`src/design/store_settings.svh`:
```
// Store path settings
// Widths and queue depth shared by the store unit and its testbench

`ifndef STORE_SETTINGS_SVH
`define STORE_SETTINGS_SVH

// Data width in bits
`define STORE_XLEN 64
// Virtual address width
`define STORE_VLEN 39
// Physical address width
`define STORE_PLEN 56
// Issue transaction ID width
`define STORE_TRANS_ID_BITS 3
// Store queue entries, a power of two
`define STORE_QUEUE_DEPTH 4
// Page offset bits compared against the load unit
`define STORE_PAGE_OFFSET_BITS 12

`endif

```
`src/design/store_pkg.sv`:
```
// Store path package
// Operation encoding, request and queue entry structs, size helper

`default_nettype none

`include "store_settings.svh"

package store_pkg;

  // Byte enables cover one double-word
  localparam int unsigned BE_W = `STORE_XLEN / 8;

  // Store width as issued
  typedef enum logic [1:0] {
    SB = 2'd0,
    SH = 2'd1,
    SW = 2'd2,
    SD = 2'd3
  } st_op_e;

  // Request from issue
  typedef struct packed {
    st_op_e                           op;
    logic [`STORE_VLEN-1:0]           vaddr;
    logic [`STORE_XLEN-1:0]           data;
    logic [`STORE_TRANS_ID_BITS-1:0]  trans_id;
  } st_req_t;

  // Accepted store, aligned and waiting for its physical address
  typedef struct packed {
    logic [`STORE_XLEN-1:0]           data;
    logic [BE_W-1:0]                  be;
    logic [1:0]                       size;
    logic [`STORE_TRANS_ID_BITS-1:0]  trans_id;
  } st_pending_t;

  // One slot of the store queue
  typedef struct packed {
    logic [`STORE_PLEN-1:0]  paddr;
    logic [`STORE_XLEN-1:0]  data;
    logic [BE_W-1:0]         be;
    logic [1:0]              size;
  } st_entry_t;

  // Data cache write request
  typedef struct packed {
    logic                    valid;
    logic [`STORE_PLEN-1:0]  paddr;
    logic [`STORE_XLEN-1:0]  data;
    logic [BE_W-1:0]         be;
    logic [1:0]              size;
  } mem_req_t;

  // Log2 of the byte count
  function automatic logic [1:0] op_size(st_op_e op);
    case (op)
      SB:      return 2'd0;
      SH:      return 2'd1;
      SW:      return 2'd2;
      default: return 2'd3;
    endcase
  endfunction

endpackage

`default_nettype wire

```
`src/design/store_ctrl.sv`:
```
// Store controller
// Sequences translation, acceptance and the completion cycle toward issue,
// and tells the queue when to take the aligned store

`timescale 1ns/1ns
`default_nettype none

module store_ctrl (
  input  logic clk_i,
  input  logic rst_ni,
  input  logic flush_i,
  // Issue request pending
  input  logic valid_i,
  // Translation answers
  input  logic dtlb_hit_i,
  input  logic fault_i,
  // Queue has room, pending push included
  input  logic queue_ready_i,
  output logic pop_st_o,
  output logic translation_req_o,
  // Completion toward issue
  output logic valid_o,
  output logic ex_valid_o,
  // Write the completing store into the queue
  output logic push_o
);

  typedef enum logic [1:0] {
    IDLE,
    VALID_STORE,
    WAIT_TRANSLATION,
    WAIT_STORE_READY
  } state_e;

  state_e state_d, state_q;
  logic   accept_ok;

  // Everything in place to take the request this cycle
  assign accept_ok = dtlb_hit_i && queue_ready_i && !flush_i;

  // Fault only reported on the completion cycle
  assign ex_valid_o = valid_o && fault_i;

  always_comb begin : fsm_comb
    state_d           = state_q;
    translation_req_o = 1'b0;
    pop_st_o          = 1'b0;
    valid_o           = 1'b0;
    push_o            = 1'b0;

    // Completion cycle, paddr and fault now valid
    if (state_q == VALID_STORE) begin
      valid_o = 1'b1;
      push_o  = !fault_i && !flush_i;
    end

    case (state_q)
      IDLE, VALID_STORE: begin
        if (valid_i) begin
          translation_req_o = 1'b1;
          if (accept_ok) begin
            pop_st_o = 1'b1;
            state_d  = VALID_STORE;
          end else if (!dtlb_hit_i) begin
            state_d = WAIT_TRANSLATION;
          end else if (!queue_ready_i) begin
            state_d = WAIT_STORE_READY;
          end
        end else begin
          state_d = IDLE;
        end
      end

      // TLB miss, keep asking
      WAIT_TRANSLATION: begin
        translation_req_o = 1'b1;
        if (dtlb_hit_i) state_d = IDLE;
      end

      // Queue full, hold the request until space frees up
      WAIT_STORE_READY: begin
        translation_req_o = 1'b1;
        if (queue_ready_i && dtlb_hit_i) state_d = IDLE;
      end

      default: state_d = IDLE;
    endcase

    if (flush_i) state_d = IDLE;
  end

  always_ff @(posedge clk_i or negedge rst_ni) begin
    if (!rst_ni) begin
      state_q <= IDLE;
    end else begin
      state_q <= state_d;
    end
  end

  // ------------------------------------------------------------------
  // Checks
  // ------------------------------------------------------------------
  // A popped request always completes on the next cycle
  a_pop_then_complete: assert property (
    @(posedge clk_i) disable iff (!rst_ni)
    pop_st_o |-> valid_i ##1 valid_o
  );

  // Queue writes only follow a pop and never land during a flush
  a_push_after_pop: assert property (
    @(posedge clk_i) disable iff (!rst_ni)
    push_o |-> ($past(pop_st_o) && !flush_i)
  );

endmodule

`default_nettype wire

```
`src/design/store_align.sv`:
```
// Store aligner
// Rotates store data to its byte lane, builds the byte enable and holds
// the result for the completion cycle

`timescale 1ns/1ns
`default_nettype none

`include "store_settings.svh"

module store_align (
  input  logic                   clk_i,
  input  logic                   rst_ni,
  input  store_pkg::st_req_t     st_req_i,
  output store_pkg::st_pending_t pending_o
);

  logic [2:0]                    offset;
  logic [5:0]                    shamt;
  logic [2*`STORE_XLEN-1:0]      data_dbl;
  logic [1:0]                    size;
  logic [store_pkg::BE_W-1:0]    be_mask;
  store_pkg::st_pending_t        pending_d;

  // Byte offset inside the double-word
  assign offset = st_req_i.vaddr[2:0];
  assign shamt  = {offset, 3'b000};

  // Rotate left, upper half of the doubled word wraps the high bytes
  assign data_dbl = {st_req_i.data, st_req_i.data} << shamt;

  assign size = store_pkg::op_size(st_req_i.op);

  // Lanes covered by the access before the offset shift
  always_comb begin : size_mask
    case (size)
      2'd0:    be_mask = 8'h01;
      2'd1:    be_mask = 8'h03;
      2'd2:    be_mask = 8'h0f;
      default: be_mask = 8'hff;
    endcase
  end

  assign pending_d.data     = data_dbl[2*`STORE_XLEN-1:`STORE_XLEN];
  assign pending_d.be       = be_mask << offset;
  assign pending_d.size     = size;
  assign pending_d.trans_id = st_req_i.trans_id;

  // Captured every cycle, read by the queue on the completion cycle
  always_ff @(posedge clk_i or negedge rst_ni) begin
    if (!rst_ni) begin
      pending_o <= '0;
    end else begin
      pending_o <= pending_d;
    end
  end

endmodule

`default_nettype wire

```
`src/design/store_queue.sv`:
```
// Store queue
// Ring of translated stores split into speculative and committed regions,
// drains committed stores in order to the data cache

`timescale 1ns/1ns
`default_nettype none

`include "store_settings.svh"

module store_queue (
  input  logic                               clk_i,
  input  logic                               rst_ni,
  // Drops speculative entries
  input  logic                               flush_i,
  // Write side, completion cycle of an accepted store
  input  logic                               push_i,
  input  store_pkg::st_pending_t             pending_i,
  input  logic [`STORE_PLEN-1:0]             paddr_i,
  output logic                               ready_o,
  // Commit oldest speculative entry
  input  logic                               commit_i,
  output logic                               commit_ready_o,
  // Data cache port
  output store_pkg::mem_req_t                mem_req_o,
  input  logic                               mem_gnt_i,
  // Load unit address check
  input  logic [`STORE_PAGE_OFFSET_BITS-1:0] page_offset_i,
  output logic                               page_offset_matches_o,
  output logic                               no_st_pending_o,
  output logic                               empty_o
);

  localparam int unsigned DEPTH  = `STORE_QUEUE_DEPTH;
  localparam int unsigned PTR_W  = $clog2(DEPTH);
  localparam int unsigned CNT_W  = $clog2(DEPTH + 1);
  localparam int unsigned PAGE_W = `STORE_PAGE_OFFSET_BITS;

  store_pkg::st_entry_t queue_q [DEPTH];

  // Drain: oldest committed, commit: oldest speculative, write: next free
  logic [PTR_W-1:0] drain_ptr_q, commit_ptr_q, write_ptr_q;
  logic [PTR_W-1:0] drain_ptr_d, commit_ptr_d, write_ptr_d;
  logic [CNT_W-1:0] commit_cnt_q, spec_cnt_q;
  logic [CNT_W-1:0] commit_cnt_d, spec_cnt_d;
  logic [CNT_W-1:0] occupancy;
  logic             gnt;

  assign occupancy = commit_cnt_q + spec_cnt_q;
  assign gnt       = mem_gnt_i && mem_req_o.valid;

  // Room must also cover the store completing this cycle
  assign ready_o         = (occupancy + CNT_W'(push_i)) < CNT_W'(DEPTH);
  assign commit_ready_o  = spec_cnt_q != '0;
  assign no_st_pending_o = commit_cnt_q == '0;
  assign empty_o         = occupancy == '0;

  // ------------------------------------------------------------------
  // Pointer and count update
  // ------------------------------------------------------------------
  always_comb begin : ptr_comb
    drain_ptr_d  = drain_ptr_q + PTR_W'(gnt);
    commit_ptr_d = commit_ptr_q + PTR_W'(commit_i);
    write_ptr_d  = write_ptr_q + PTR_W'(push_i);
    commit_cnt_d = commit_cnt_q + CNT_W'(commit_i) - CNT_W'(gnt);
    spec_cnt_d   = spec_cnt_q + CNT_W'(push_i) - CNT_W'(commit_i);
    // Flush rewinds the write pointer past the committed region
    if (flush_i) begin
      write_ptr_d = commit_ptr_d;
      spec_cnt_d  = '0;
    end
  end

  always_ff @(posedge clk_i or negedge rst_ni) begin
    if (!rst_ni) begin
      drain_ptr_q  <= '0;
      commit_ptr_q <= '0;
      write_ptr_q  <= '0;
      commit_cnt_q <= '0;
      spec_cnt_q   <= '0;
    end else begin
      drain_ptr_q  <= drain_ptr_d;
      commit_ptr_q <= commit_ptr_d;
      write_ptr_q  <= write_ptr_d;
      commit_cnt_q <= commit_cnt_d;
      spec_cnt_q   <= spec_cnt_d;
    end
  end

  // Entry storage, aligned payload joined with its translation
  always_ff @(posedge clk_i) begin
    if (push_i) begin
      queue_q[write_ptr_q].paddr <= paddr_i;
      queue_q[write_ptr_q].data  <= pending_i.data;
      queue_q[write_ptr_q].be    <= pending_i.be;
      queue_q[write_ptr_q].size  <= pending_i.size;
    end
  end

  // Head of the committed region, held until granted
  assign mem_req_o.valid = commit_cnt_q != '0;
  assign mem_req_o.paddr = queue_q[drain_ptr_q].paddr;
  assign mem_req_o.data  = queue_q[drain_ptr_q].data;
  assign mem_req_o.be    = queue_q[drain_ptr_q].be;
  assign mem_req_o.size  = queue_q[drain_ptr_q].size;

  // ------------------------------------------------------------------
  // Page offset compare
  // ------------------------------------------------------------------
  always_comb begin : offset_match
    logic [PTR_W-1:0] age;
    page_offset_matches_o = 1'b0;
    for (int unsigned i = 0; i < DEPTH; i++) begin
      // Distance from the oldest entry tells if the slot is live
      age = PTR_W'(i) - drain_ptr_q;
      if ((CNT_W'(age) < occupancy) &&
          (queue_q[i].paddr[PAGE_W-1:3] == page_offset_i[PAGE_W-1:3])) begin
        page_offset_matches_o = 1'b1;
      end
    end
  end

  // Controller must not accept past full
  a_no_push_full: assert property (
    @(posedge clk_i) disable iff (!rst_ni)
    push_i |-> (occupancy < CNT_W'(DEPTH))
  );

  // Commit stream in step with queued stores
  a_commit_has_entry: assert property (
    @(posedge clk_i) disable iff (!rst_ni)
    commit_i |-> (spec_cnt_q != '0)
  );

  // Cache grants only an outstanding request
  a_gnt_with_req: assert property (
    @(posedge clk_i) disable iff (!rst_ni)
    mem_gnt_i |-> mem_req_o.valid
  );

endmodule

`default_nettype wire

```
`src/design/store_unit.sv`:
```
// Store unit top
// Joins the store controller, the data aligner and the store queue

`timescale 1ns/1ns
`default_nettype none

`include "store_settings.svh"

module store_unit (
  input  logic                               clk_i,
  input  logic                               rst_ni,
  input  logic                               flush_i,
  // Issue side
  input  logic                               valid_i,
  input  store_pkg::st_req_t                 st_req_i,
  output logic                               pop_st_o,
  output logic                               valid_o,
  output logic [`STORE_TRANS_ID_BITS-1:0]    trans_id_o,
  output logic                               ex_valid_o,
  // Translation
  output logic                               translation_req_o,
  output logic [`STORE_VLEN-1:0]             vaddr_o,
  input  logic                               dtlb_hit_i,
  input  logic [`STORE_PLEN-1:0]             paddr_i,
  input  logic                               fault_i,
  // Commit
  input  logic                               commit_i,
  output logic                               commit_ready_o,
  // Data cache
  output store_pkg::mem_req_t                mem_req_o,
  input  logic                               mem_gnt_i,
  // Load unit
  input  logic [`STORE_PAGE_OFFSET_BITS-1:0] page_offset_i,
  output logic                               page_offset_matches_o,
  output logic                               no_st_pending_o,
  output logic                               store_buffer_empty_o
);

  logic                   push;
  logic                   queue_ready;
  store_pkg::st_pending_t pending;

  assign vaddr_o = st_req_i.vaddr;
  // ID of the store captured in the pop cycle
  assign trans_id_o = pending.trans_id;

  store_ctrl u_ctrl (
    .clk_i             (clk_i),
    .rst_ni            (rst_ni),
    .flush_i           (flush_i),
    .valid_i           (valid_i),
    .dtlb_hit_i        (dtlb_hit_i),
    .fault_i           (fault_i),
    .queue_ready_i     (queue_ready),
    .pop_st_o          (pop_st_o),
    .translation_req_o (translation_req_o),
    .valid_o           (valid_o),
    .ex_valid_o        (ex_valid_o),
    .push_o            (push)
  );

  store_align u_align (
    .clk_i     (clk_i),
    .rst_ni    (rst_ni),
    .st_req_i  (st_req_i),
    .pending_o (pending)
  );

  store_queue u_queue (
    .clk_i                 (clk_i),
    .rst_ni                (rst_ni),
    .flush_i               (flush_i),
    .push_i                (push),
    .pending_i             (pending),
    .paddr_i               (paddr_i),
    .ready_o               (queue_ready),
    .commit_i              (commit_i),
    .commit_ready_o        (commit_ready_o),
    .mem_req_o             (mem_req_o),
    .mem_gnt_i             (mem_gnt_i),
    .page_offset_i         (page_offset_i),
    .page_offset_matches_o (page_offset_matches_o),
    .no_st_pending_o       (no_st_pending_o),
    .empty_o               (store_buffer_empty_o)
  );

endmodule

`default_nettype wire

```
`config.mk`:
```
export PLATFORM = sky130hd
export DESIGN_NAME = store_unit
export DESIGN_NICKNAME = d
export VERILOG_FILES = /design/src/design/store_pkg.sv /design/src/design/store_ctrl.sv /design/src/design/store_align.sv /design/src/design/store_queue.sv /design/src/design/store_unit.sv
export VERILOG_INCLUDE_DIRS = /design/src /design/src/design
export SDC_FILE = /design/constraint.sdc
export NUM_CORES = 1
export LEC_CHECK = 0
export BUFFER_PORTS_ARGS = -buffer_cell sky130_fd_sc_hd__buf_2
export CAP_MARGIN = 30
export CORE_UTILIZATION = 45
export CTS_CLUSTER_SIZE = 12
export DETAILED_ROUTE_END_ITERATION = 8
export GPL_TIMING_DRIVEN = 1
export PLACE_DENSITY = 0.77
export SLEW_MARGIN = 30
export SYNTH_ARGS = -nofsm -noshare
export SYNTH_HDL_FRONTEND = slang
export SYNTH_SLANG_ARGS = --single-unit
```
`constraint.sdc`:
```
create_clock -name clk_i -period 19.9 [get_ports clk_i]
set_input_delay 0.995 -clock clk_i [delete_from_list [all_inputs] [get_ports clk_i]]
set_output_delay 0.995 -clock clk_i [all_outputs]
set_load 0.1 [all_outputs]
```
Word level (Yosys, flattened, before mapping)
Memory sizes are Yosys's and may differ from the RTL's.
Cells that the tools add are included.
- register bits: 91
- latch bits: 0
- RAM bits: 520
- ROM bits: 0
- input bits: 184
- output and inout port bits: 181
- word-level logic and storage cells: 91
- memories kept: 1
- add/subtract/negate cells: 13
- multiply operators: 0
- divide/modulo/power cells: 0
- magnitude comparators: 5
- equality and inequality tests: 14
- shift-type cells: 2
- muxes and demuxes: 25
- bitwise operators: 0
- reduce and logical (&&, ||, !) cells: 21
- memory list (name ; words ; bits a word ; read ports ; clocked after Yosys merged registers in ; wr ports ; RTL line ; text):
    u_queue.queue_q ; 4 ; 130 ; 5 ; 0 ; 1 ; store_queue.sv:38 ; store_pkg::st_entry_t queue_q [DEPTH];
- operator list (operator ; number):
    << shifter 128 x 6 -> 128 bit ; 1
    equality test 9 bit ; 4
    case mux 8 bit (3 select lines) ; 1
    two-way mux 2 bit ; 8
    < comparator 2 x 3 -> 1 bit ; 4
    two-way mux 1 bit ; 12
    case mux 2 bit (3 select lines) ; 2
    adder 3 x 1 -> 3 bit ; 3
    logical AND 1 bit ; 9
    equality test 2 bit (second input constant) ; 4
    << shifter 8 x 3 -> 8 bit ; 1
    adder 2 x 1 -> 2 bit ; 3
    equality test 2 x 1 -> 1 bit (second input constant) ; 3
    zero test 2 bit ; 3
    zero test 3 bit ; 2
    != test 6 bit (second input constant) ; 1
    nonzero test 3 bit ; 2
    subtractor 3 x 1 -> 3 bit ; 2
    OR reduction 2 bit ; 2
    subtractor 1 x 2 -> 2 bit (first input constant) ; 2
    subtractor 2 bit (first input constant) ; 2
    adder 3 bit ; 1
    < comparator 3 bit (second input constant) ; 1
    two-way mux 3 bit ; 1
    5 further kinds ; 6

Depth between registers and ports, before layout
Gate-level depths: netlist (run 1).
- word-level depth: 11
- mapped depth: 8
- mapped depth without buffers: 8

Cells and area by module
Synthesis (run 1) repeated with hierarchy kept, for this count alone.
- cell total of the unflattened synthesis: 1267
- area, all modules: 24618.6 µm²
- modules (own cells, without submodules) (module ; instances ; cells an instance ; area each (µm²) ; sequential area each (µm²)):
    store_queue ; 1 ; 815 ; 19977.9 ; 15915.3
    store_align ; 1 ; 399 ; 4215.3 ; 1926.8
    store_unit ; 1 ; 39 ; 292.8 ; 0.0
    store_ctrl ; 1 ; 14 ; 132.6 ; 50.0

Worst setup path before layout (run 1)
OpenSTA, ideal clock, no wires.
- path type: in2reg
- start: in flush_i
- end: mem u_queue.queue_q[0][0] (netlist name) (enable)
- setup time: 804 ps
- data arrival time: 11067 ps
- required time: 19096 ps
- slack: 8029 ps
- stages on the path: 3
- buffers on the path: 1
- cell sequence: clkbuf_1 nor4b_4 nor3b_1
- word-level cells in the longest chain between the ends: 5
- RTL lines (what ; RTL line ; text):
    start, declared ; store_unit.sv:12 ; input logic flush_i,
    zero test 1 bit ; store_ctrl.sv:54 ; push_o = !fault_i && !flush_i;
    logical AND 1 bit ; store_ctrl.sv:54 ;
    two-way mux 1 bit ; store_ctrl.sv:52 ; if (state_q == VALID_STORE) begin
    two-way mux 1 bit ; store_queue.sv:91 ; if (push_i) begin
    two-way mux 1 bit (not written as such) ; store_queue.sv:95 ; queue_q[write_ptr_q].size <= pending_i.size;
    end, declared ; store_queue.sv:38 ;
No other way between the ends.

==> results.cfg, run 1 <==
[status]
outcome = finished clean

[detailed_routing]
wire_per_inst_um = 23.5
detail-route-antenna-nets = 0
post-route-drc-count = 0
routed_wl_um = 50300
drt_iter0_markers = 649
vias = 11900
vias_per_cell = 5.54
drt-pass1-iter-count = 6

[critical_path]
worst_setup_path_end_kind = primary output
crit_type = flip-flop to primary output
r2r_cells = 3
cp_num_buf_inv = 3
slowest_stage = buf_4
rr_startpoint = u_ctrl.state_q[1]$_DFFE_PN0P_
slowest_delay_ns = 0.74
worstPathRequired_ns = 18.91
start_kind = flip-flop
reg2reg_to = u_queue.queue_q[2][35]$_DFFE_PP_
path_max_fanout = 39
cp_common_cell = buf_4
crit_family = buffers and inverters
path_cells = buf_4 -> buf_4 -> mux4_2 -> buf_2
rrSetupSlack_ns = 16.93
arrival_ns = 3.72

[synth]
synthCells = 1119
yosysTopAreaCell = edfxtp_1
synth_warnings = 0
synth_nets = 1314
synth_top_area_frac = 0.633
ys_seq_area_frac = 0.726
avgSynthCellArea_um2 = 22.0
synth_top_cells_by_area = edfxtp_1 (63%), mux4_2 (18%), dfrtp_1 (9.2%)
synth.cells.most_frequent = edfxtp_1 (520), mux4_2 (194), dfrtp_1 (91), mux2_2 (65), buf_4 (42)
syn_area_um2 = 24700
yosysMostFrequentCell = edfxtp_1
synth_cell_type_count = 43
synthArstFlopShare = 0.149
synth_edf_count = 520
synth_ff_type = edfxtp_1
yosys_register_bits = 611

[sta]
tightest_slew_ns = 0.863
hold_ws_ns = 0.405
setup_tns_ns = 0
period_minus_slack_ns = 4.72
finalCritPeriodShare = 0.237
hold_viol_final = 0
max_freq_mhz = 212
slew-limit-headroom = 0.425
slew_violations = 0
setup_violations = 0
rsz0062_at_grt = false
finClkSkew_ns = 0.0152

[grt]
grt_pass1_wl_um = 75800
grt_max_degree = 77
antenna_found_initial = 5
overflow = 0
grt_use_total = 0.183
grt_pass1_vias = 12500

[die]
core_area_um2 = 54000
ios = 365
die_h_um = 236
dieArea_um2 = 55700
dieWidth_um = 236
rows = 85
initial_core_util = 0.456

[clocking]
post_cts_resized = 0
cts-htree-levels = 3
cts.clk_slew.worst_paths_ns = 0.06
cts_buffers = 66
cts.path.max_buffers = 3
clk_latency_ns = 0.59
cts_setup_buffers = 0
cts-root-buf = clkbuf_16
numClockSinks = 611
hold_buffers = 0
cts_tree = yes

[cells_and_area]
syn_to_final_growth_pct = 16.1
fin_nets = 1587
drive_gt1_frac = 0.461
fillers = 4177

[placement]
port_buffers = 289
place_congestion = 0.773
hpwl_um = 31700

[run]
max_cap_viol_count = 0

[power]
p_per_area_nw_per_um2 = 157
total_power_mw = 4.49
p_leak_nw = 9.91
ir_worst_vdd_uv = 89.8

[worst_hold_path]
hp-class = input port to asynchronous set/reset pin
## flip-flops by register name, summed over array words and instances (netlist names)
name and cells:
u_queue.drain_ptr_q 2, u_queue.commit_ptr_q 2, u_queue.queue_q 520, u_queue.write_ptr_q 2
u_ctrl.state_q 2, u_queue.spec_cnt_q 3, u_align.pending_o 77, u_queue.commit_cnt_q 3
## report_power, final
| part | total, mW | switching, mW | internal (mW) |
|---|---|---|---|
| logic | 1.85 | 1.44 | 0.408 |
| clock network | 1.14 | 0.472 | 0.663 |
| registers | 1.50 | 0.0521 | 1.45 |
## cells by family (layout without fill, tap and decap cells)
family                   after synthesis  after routing  synth area share
flip-flops                           611            611             0.726
adder cells (fa/ha/maj)               11             11           0.00650
other                                  0              5                 0
multiplexers                         260            260             0.207
XOR/XNOR                              46             46            0.0163
AND/OR/NAND/NOR                       56             56            0.0132
buffers and inverters                115            435            0.0258
AO/OA/AOI/OAI                         20             20           0.00533
## worst max-delay path by stage
| stage | slack [ns] | cells past startpoint | endpoint | startpoint |
|---|---|---|---|---|
| floorplan | 8.03 | 3 | u_queue.queue_q[0][0]$_DFFE_PP_ | flush_i |
| global placement | 15.64 | 4 | mem_req_o[62] | u_queue.drain_ptr_q[0]$_DFF_PN0_ |
| detailed placement | 15.61 | 4 | mem_req_o[62] | u_queue.drain_ptr_q[0]$_DFF_PN0_ |
| CTS | 14.99 | 4 | mem_req_o[62] | u_queue.drain_ptr_q[0]$_DFF_PN0_ |
| global route | 14.86 | 4 | mem_req_o[62] | u_queue.drain_ptr_q[0]$_DFF_PN0_ |
| finish | 15.18 | 4 | mem_req_o[62] | u_queue.drain_ptr_q[0]$_DFF_PN0_ |
## per-stage QoR
step                setup WS [ns]  area (µm²)  std cells  utilization
finish                      15.18       28600       2140        0.530
global placement            15.64       26500       2018        0.491
detailed placement          15.61       26600       2019        0.492
floorplan                    8.03       24700       1119            -
CTS                         14.99       28600       2134        0.529
global route                14.86       28600       2137        0.530
## final cells by class
type | count | area [µm²] | area share
antenna | 5 | 12.5 | 0.000437
clock buffer | 95 | 1810 | 0.0633
clock inverter | 20 | 201 | 0.00704
inverter | 12 | 45.0 | 0.00157
multi-input combinational | 393 | 6150 | 0.215
sequential | 611 | 17900 | 0.625
tap | 696 | 871 | 0.0304
timing repair buffer | 308 | 1640 | 0.0572
## cell usage in the layout (no fill, tap or decap), types with 4 or more instances in the layout
cell,synthesis,layout
a21oi_1,7,7
buf_2,17,286
buf_4,42,16
buf_6,2,4
clkbuf_1,33,25
clkbuf_16,0,67
clkinv_1,0,5
clkinv_2,0,4
dfrtp_1,91,89
diode_2,0,5
edfxtp_1,520,520
ha_1,8,8
inv_1,12,12
mux2_2,65,65
mux4_2,194,194
nand2_1,4,4
nand4_1,4,4
nor2_1,14,13
nor3_1,6,6
nor4_1,7,7
o21ai_0,4,4
xnor2_1,17,17
xor2_1,29,29
## layer usage
layer | share of wire | vias up | track usage
li1 | - | 5146 | -
met1 | 0.41 | 6211 | 0.243
met2 | 0.49 | 418 | 0.291
met3 | 0.079 | 85 | 0.0516
met4 | 0.022 | 2 | 0.0618
met5 | 0.00034 | - | 0
Power figures use the tool's default switching activity.
==> inputs of run 2 (changes only) <==
Settings changed: PLACE_DENSITY 0.77 to 0.8.
Clock period 19.9 ns to 4 ns, I/O delays scaled along.
==> run 2 against run 1 <==
  * Non-clock buffer count grew 69
  * Global-route usage grew 0.52 points
  * Sequential share of layout area fell by 1.7 points
  * Cell area rose by 2.8%
  * Setup slack worse by 15 ns
  * Core utilization up 1.5 points
  * First-iteration DRC count increased by 17%
  * Sequential power grew to 5.1 times the previous value
  * Routed wire length grew 2.5%
  * Register-to-register slack worse by 16 ns
  * Clock-buffer cell count rose by 9
==> results.cfg, run 2 (synthesis results as in run 1) <==
[grt]
grt_pass1_wl_um = 78200
grtUsageMet3 = 0.0468
antenna_found_initial = 0
overflow = 0
grt_max_degree = 92
gr-max-usage-layer = met2
grt_use_total = 0.188
grt_pass1_vias = 13000
met1_usage = 0.252
grt_use_met2 = 0.303

[sta]
worst_slack_ns = 0.514
slew-limit-headroom = 0.463
slew_violations = 0
hold_viol_final = 0
hold_ws_ns = 0.0584
setup_violations = 0
tightest_slew_ns = 0.805
max_freq_mhz = 287
finalCritPeriodShare = 0.872
period_minus_slack_ns = 3.49
rsz0062_at_grt = false
finClkSkew_ns = 0.0246

[clocking]
cts_buffers = 66
cts.clk_slew.worst_paths_ns = 0.05
cts-htree-levels = 3
clk_latency_ns = 0.59
cts.path.max_buffers = 3
numClockSinks = 611
cts_tree = yes
cts-root-buf = clkbuf_16

[worst_hold_path]
hp-class = input port to flip-flop

[cells_and_area]
fillers = 4059
stdcell_count = 2211
layout_common_cells = edfxtp_1 (520), buf_2 (286), mux4_2 (194)
largest_reg_flops = 520
fin_area_um2 = 29400
fin_util = 0.545
drive_gt1_frac = 0.437
reg_top3 = u_queue.queue_q x520, u_align.pending_o x77
fin_nets = 1656
syn_to_final_growth_pct = 19.4
top_register = u_queue.queue_q
final_common_cell = edfxtp_1

[critical_path]
worst_setup_path_end_kind = primary output
crit_type = flip-flop to primary output
worstPathRequired_ns = 3.80
cp_num_buf_inv = 2
crit_family = simple AND/OR/NAND/NOR gates
slowest_stage = or4_1
slowest_delay_ns = 0.56
path_cells = inv_1 -> fa_1 -> xor2_1 -> xnor2_1 -> a311oi_1 -> nor4_1 -> or4_1 -> buf_2
arrival_ns = 3.29
start_kind = flip-flop
path_max_fanout = 6

[placement]
place_congestion = 0.788
hpwl_um = 31900
place_ws_ns = 1.11
port_buffers = 289
dp_cells = 2021
placed_area_um2 = 26700

[power]
ir_worst_vdd_uv = 514
p_leak_nw = 10.2
p_per_area_nw_per_um2 = 766

[detailed_routing]
drt-pass1-iter-count = 5
post-route-drc-count = 0
vias = 12300
drt_iter0_markers = 758
detail-route-antenna-nets = 0
vias_per_cell = 5.55
routed_wl_um = 51500
wire_per_inst_um = 23.3

[die]
initial_core_util = 0.456
dieWidth_um = 236
die_h_um = 236
core_area_um2 = 54000
ios = 365
dieArea_um2 = 55700
rows = 85

[status]
outcome = finished clean

[run]
max_cap_viol_count = 0
==> run 2: changes by cell type in the layout (fill, tap and decap cells not counted), sizes merged, moves of 2 or more <==
cell / delta
clkinv: -3
inv: +2
diode: -4
clkbuf: +9
dlygate4sd3: +68
clkinvlp: -2
==> run 2: routing by layer <==
metal / vias to the layer above / share of wire / wire [µm]
li1: 5267 / - / -
met1: 6436 / 0.41 / 21200
met2: 485 / 0.49 / 25300
met3: 87 / 0.075 / 3870
met4: 0 / 0.022 / 1150
met5: - / 0 / 0
==> run 2: area by class of cell <==
type	instances	area [µm²]	area share
tap	696	871	0.0296
clock inverter	17	183	0.00621
sequential	611	17900	0.608
inverter	12	45.0	0.00153
clock buffer	104	1860	0.0631
timing repair buffer	377	2420	0.0821
antenna	1	2.50	0.0000850
multi-input combinational	393	6160	0.209
==> run 2: worst paths after layout <==
path / startpoint / end / slack, ns / depth (start not counted)
min: mem_gnt_i / u_queue.drain_ptr_q[0]$_DFF_PN0_ / 0.06 / 3
max reg2reg: u_queue.spec_cnt_q[1]$_DFF_PN0_ / u_ctrl.state_q[0]$_DFFE_PN0P_ / 1.15 / 8
min reg2reg: u_queue.commit_ptr_q[1]$_DFF_PN0_ / u_queue.commit_ptr_q[1]$_DFF_PN0_ / 0.46 / 1
max in group asynchronous: rst_ni / u_align.pending_o[62]$_DFF_PN0_ / 2.93 / 3
max: u_queue.spec_cnt_q[1]$_DFF_PN0_ / page_offset_matches_o / 0.51 / 8
min in group asynchronous: rst_ni / u_align.pending_o[9]$_DFF_PN0_ / 0.20 / 2
==> run 2: stage by stage <==
stage / TNS (ns) / power, mW
6_report: 0 / 22.5
3_5_place_dp: 0 / 17.0
2_1_floorplan: -79.22 / 15.6
5_1_grt: 0 / 23.3
3_3_place_gp: 0 / 16.9
4_1_cts: 0 / 22.8
==> run 2: timing repair <==
action,4_1_cts,5_1_grt
gates resized for setup,0,0
setup buffers,0,0
hold endpoints to repair,307,0
hold buffers,68,0
==> run 2: tightest hold or removal path: stages <==
cell,delay [ns]
buf_2,0.11
and2_1,0.16
ha_1,0.12
==> run 2: report_power, final <==
group          leakage [nW]  switching [mW]  internal (mW)  total, mW
registers              5.75           0.374           7.22       7.59
clock network         0.982            2.37           3.35       5.72
logic                  3.51            7.13           2.11       9.23
total                  10.2            9.87           12.7       22.5
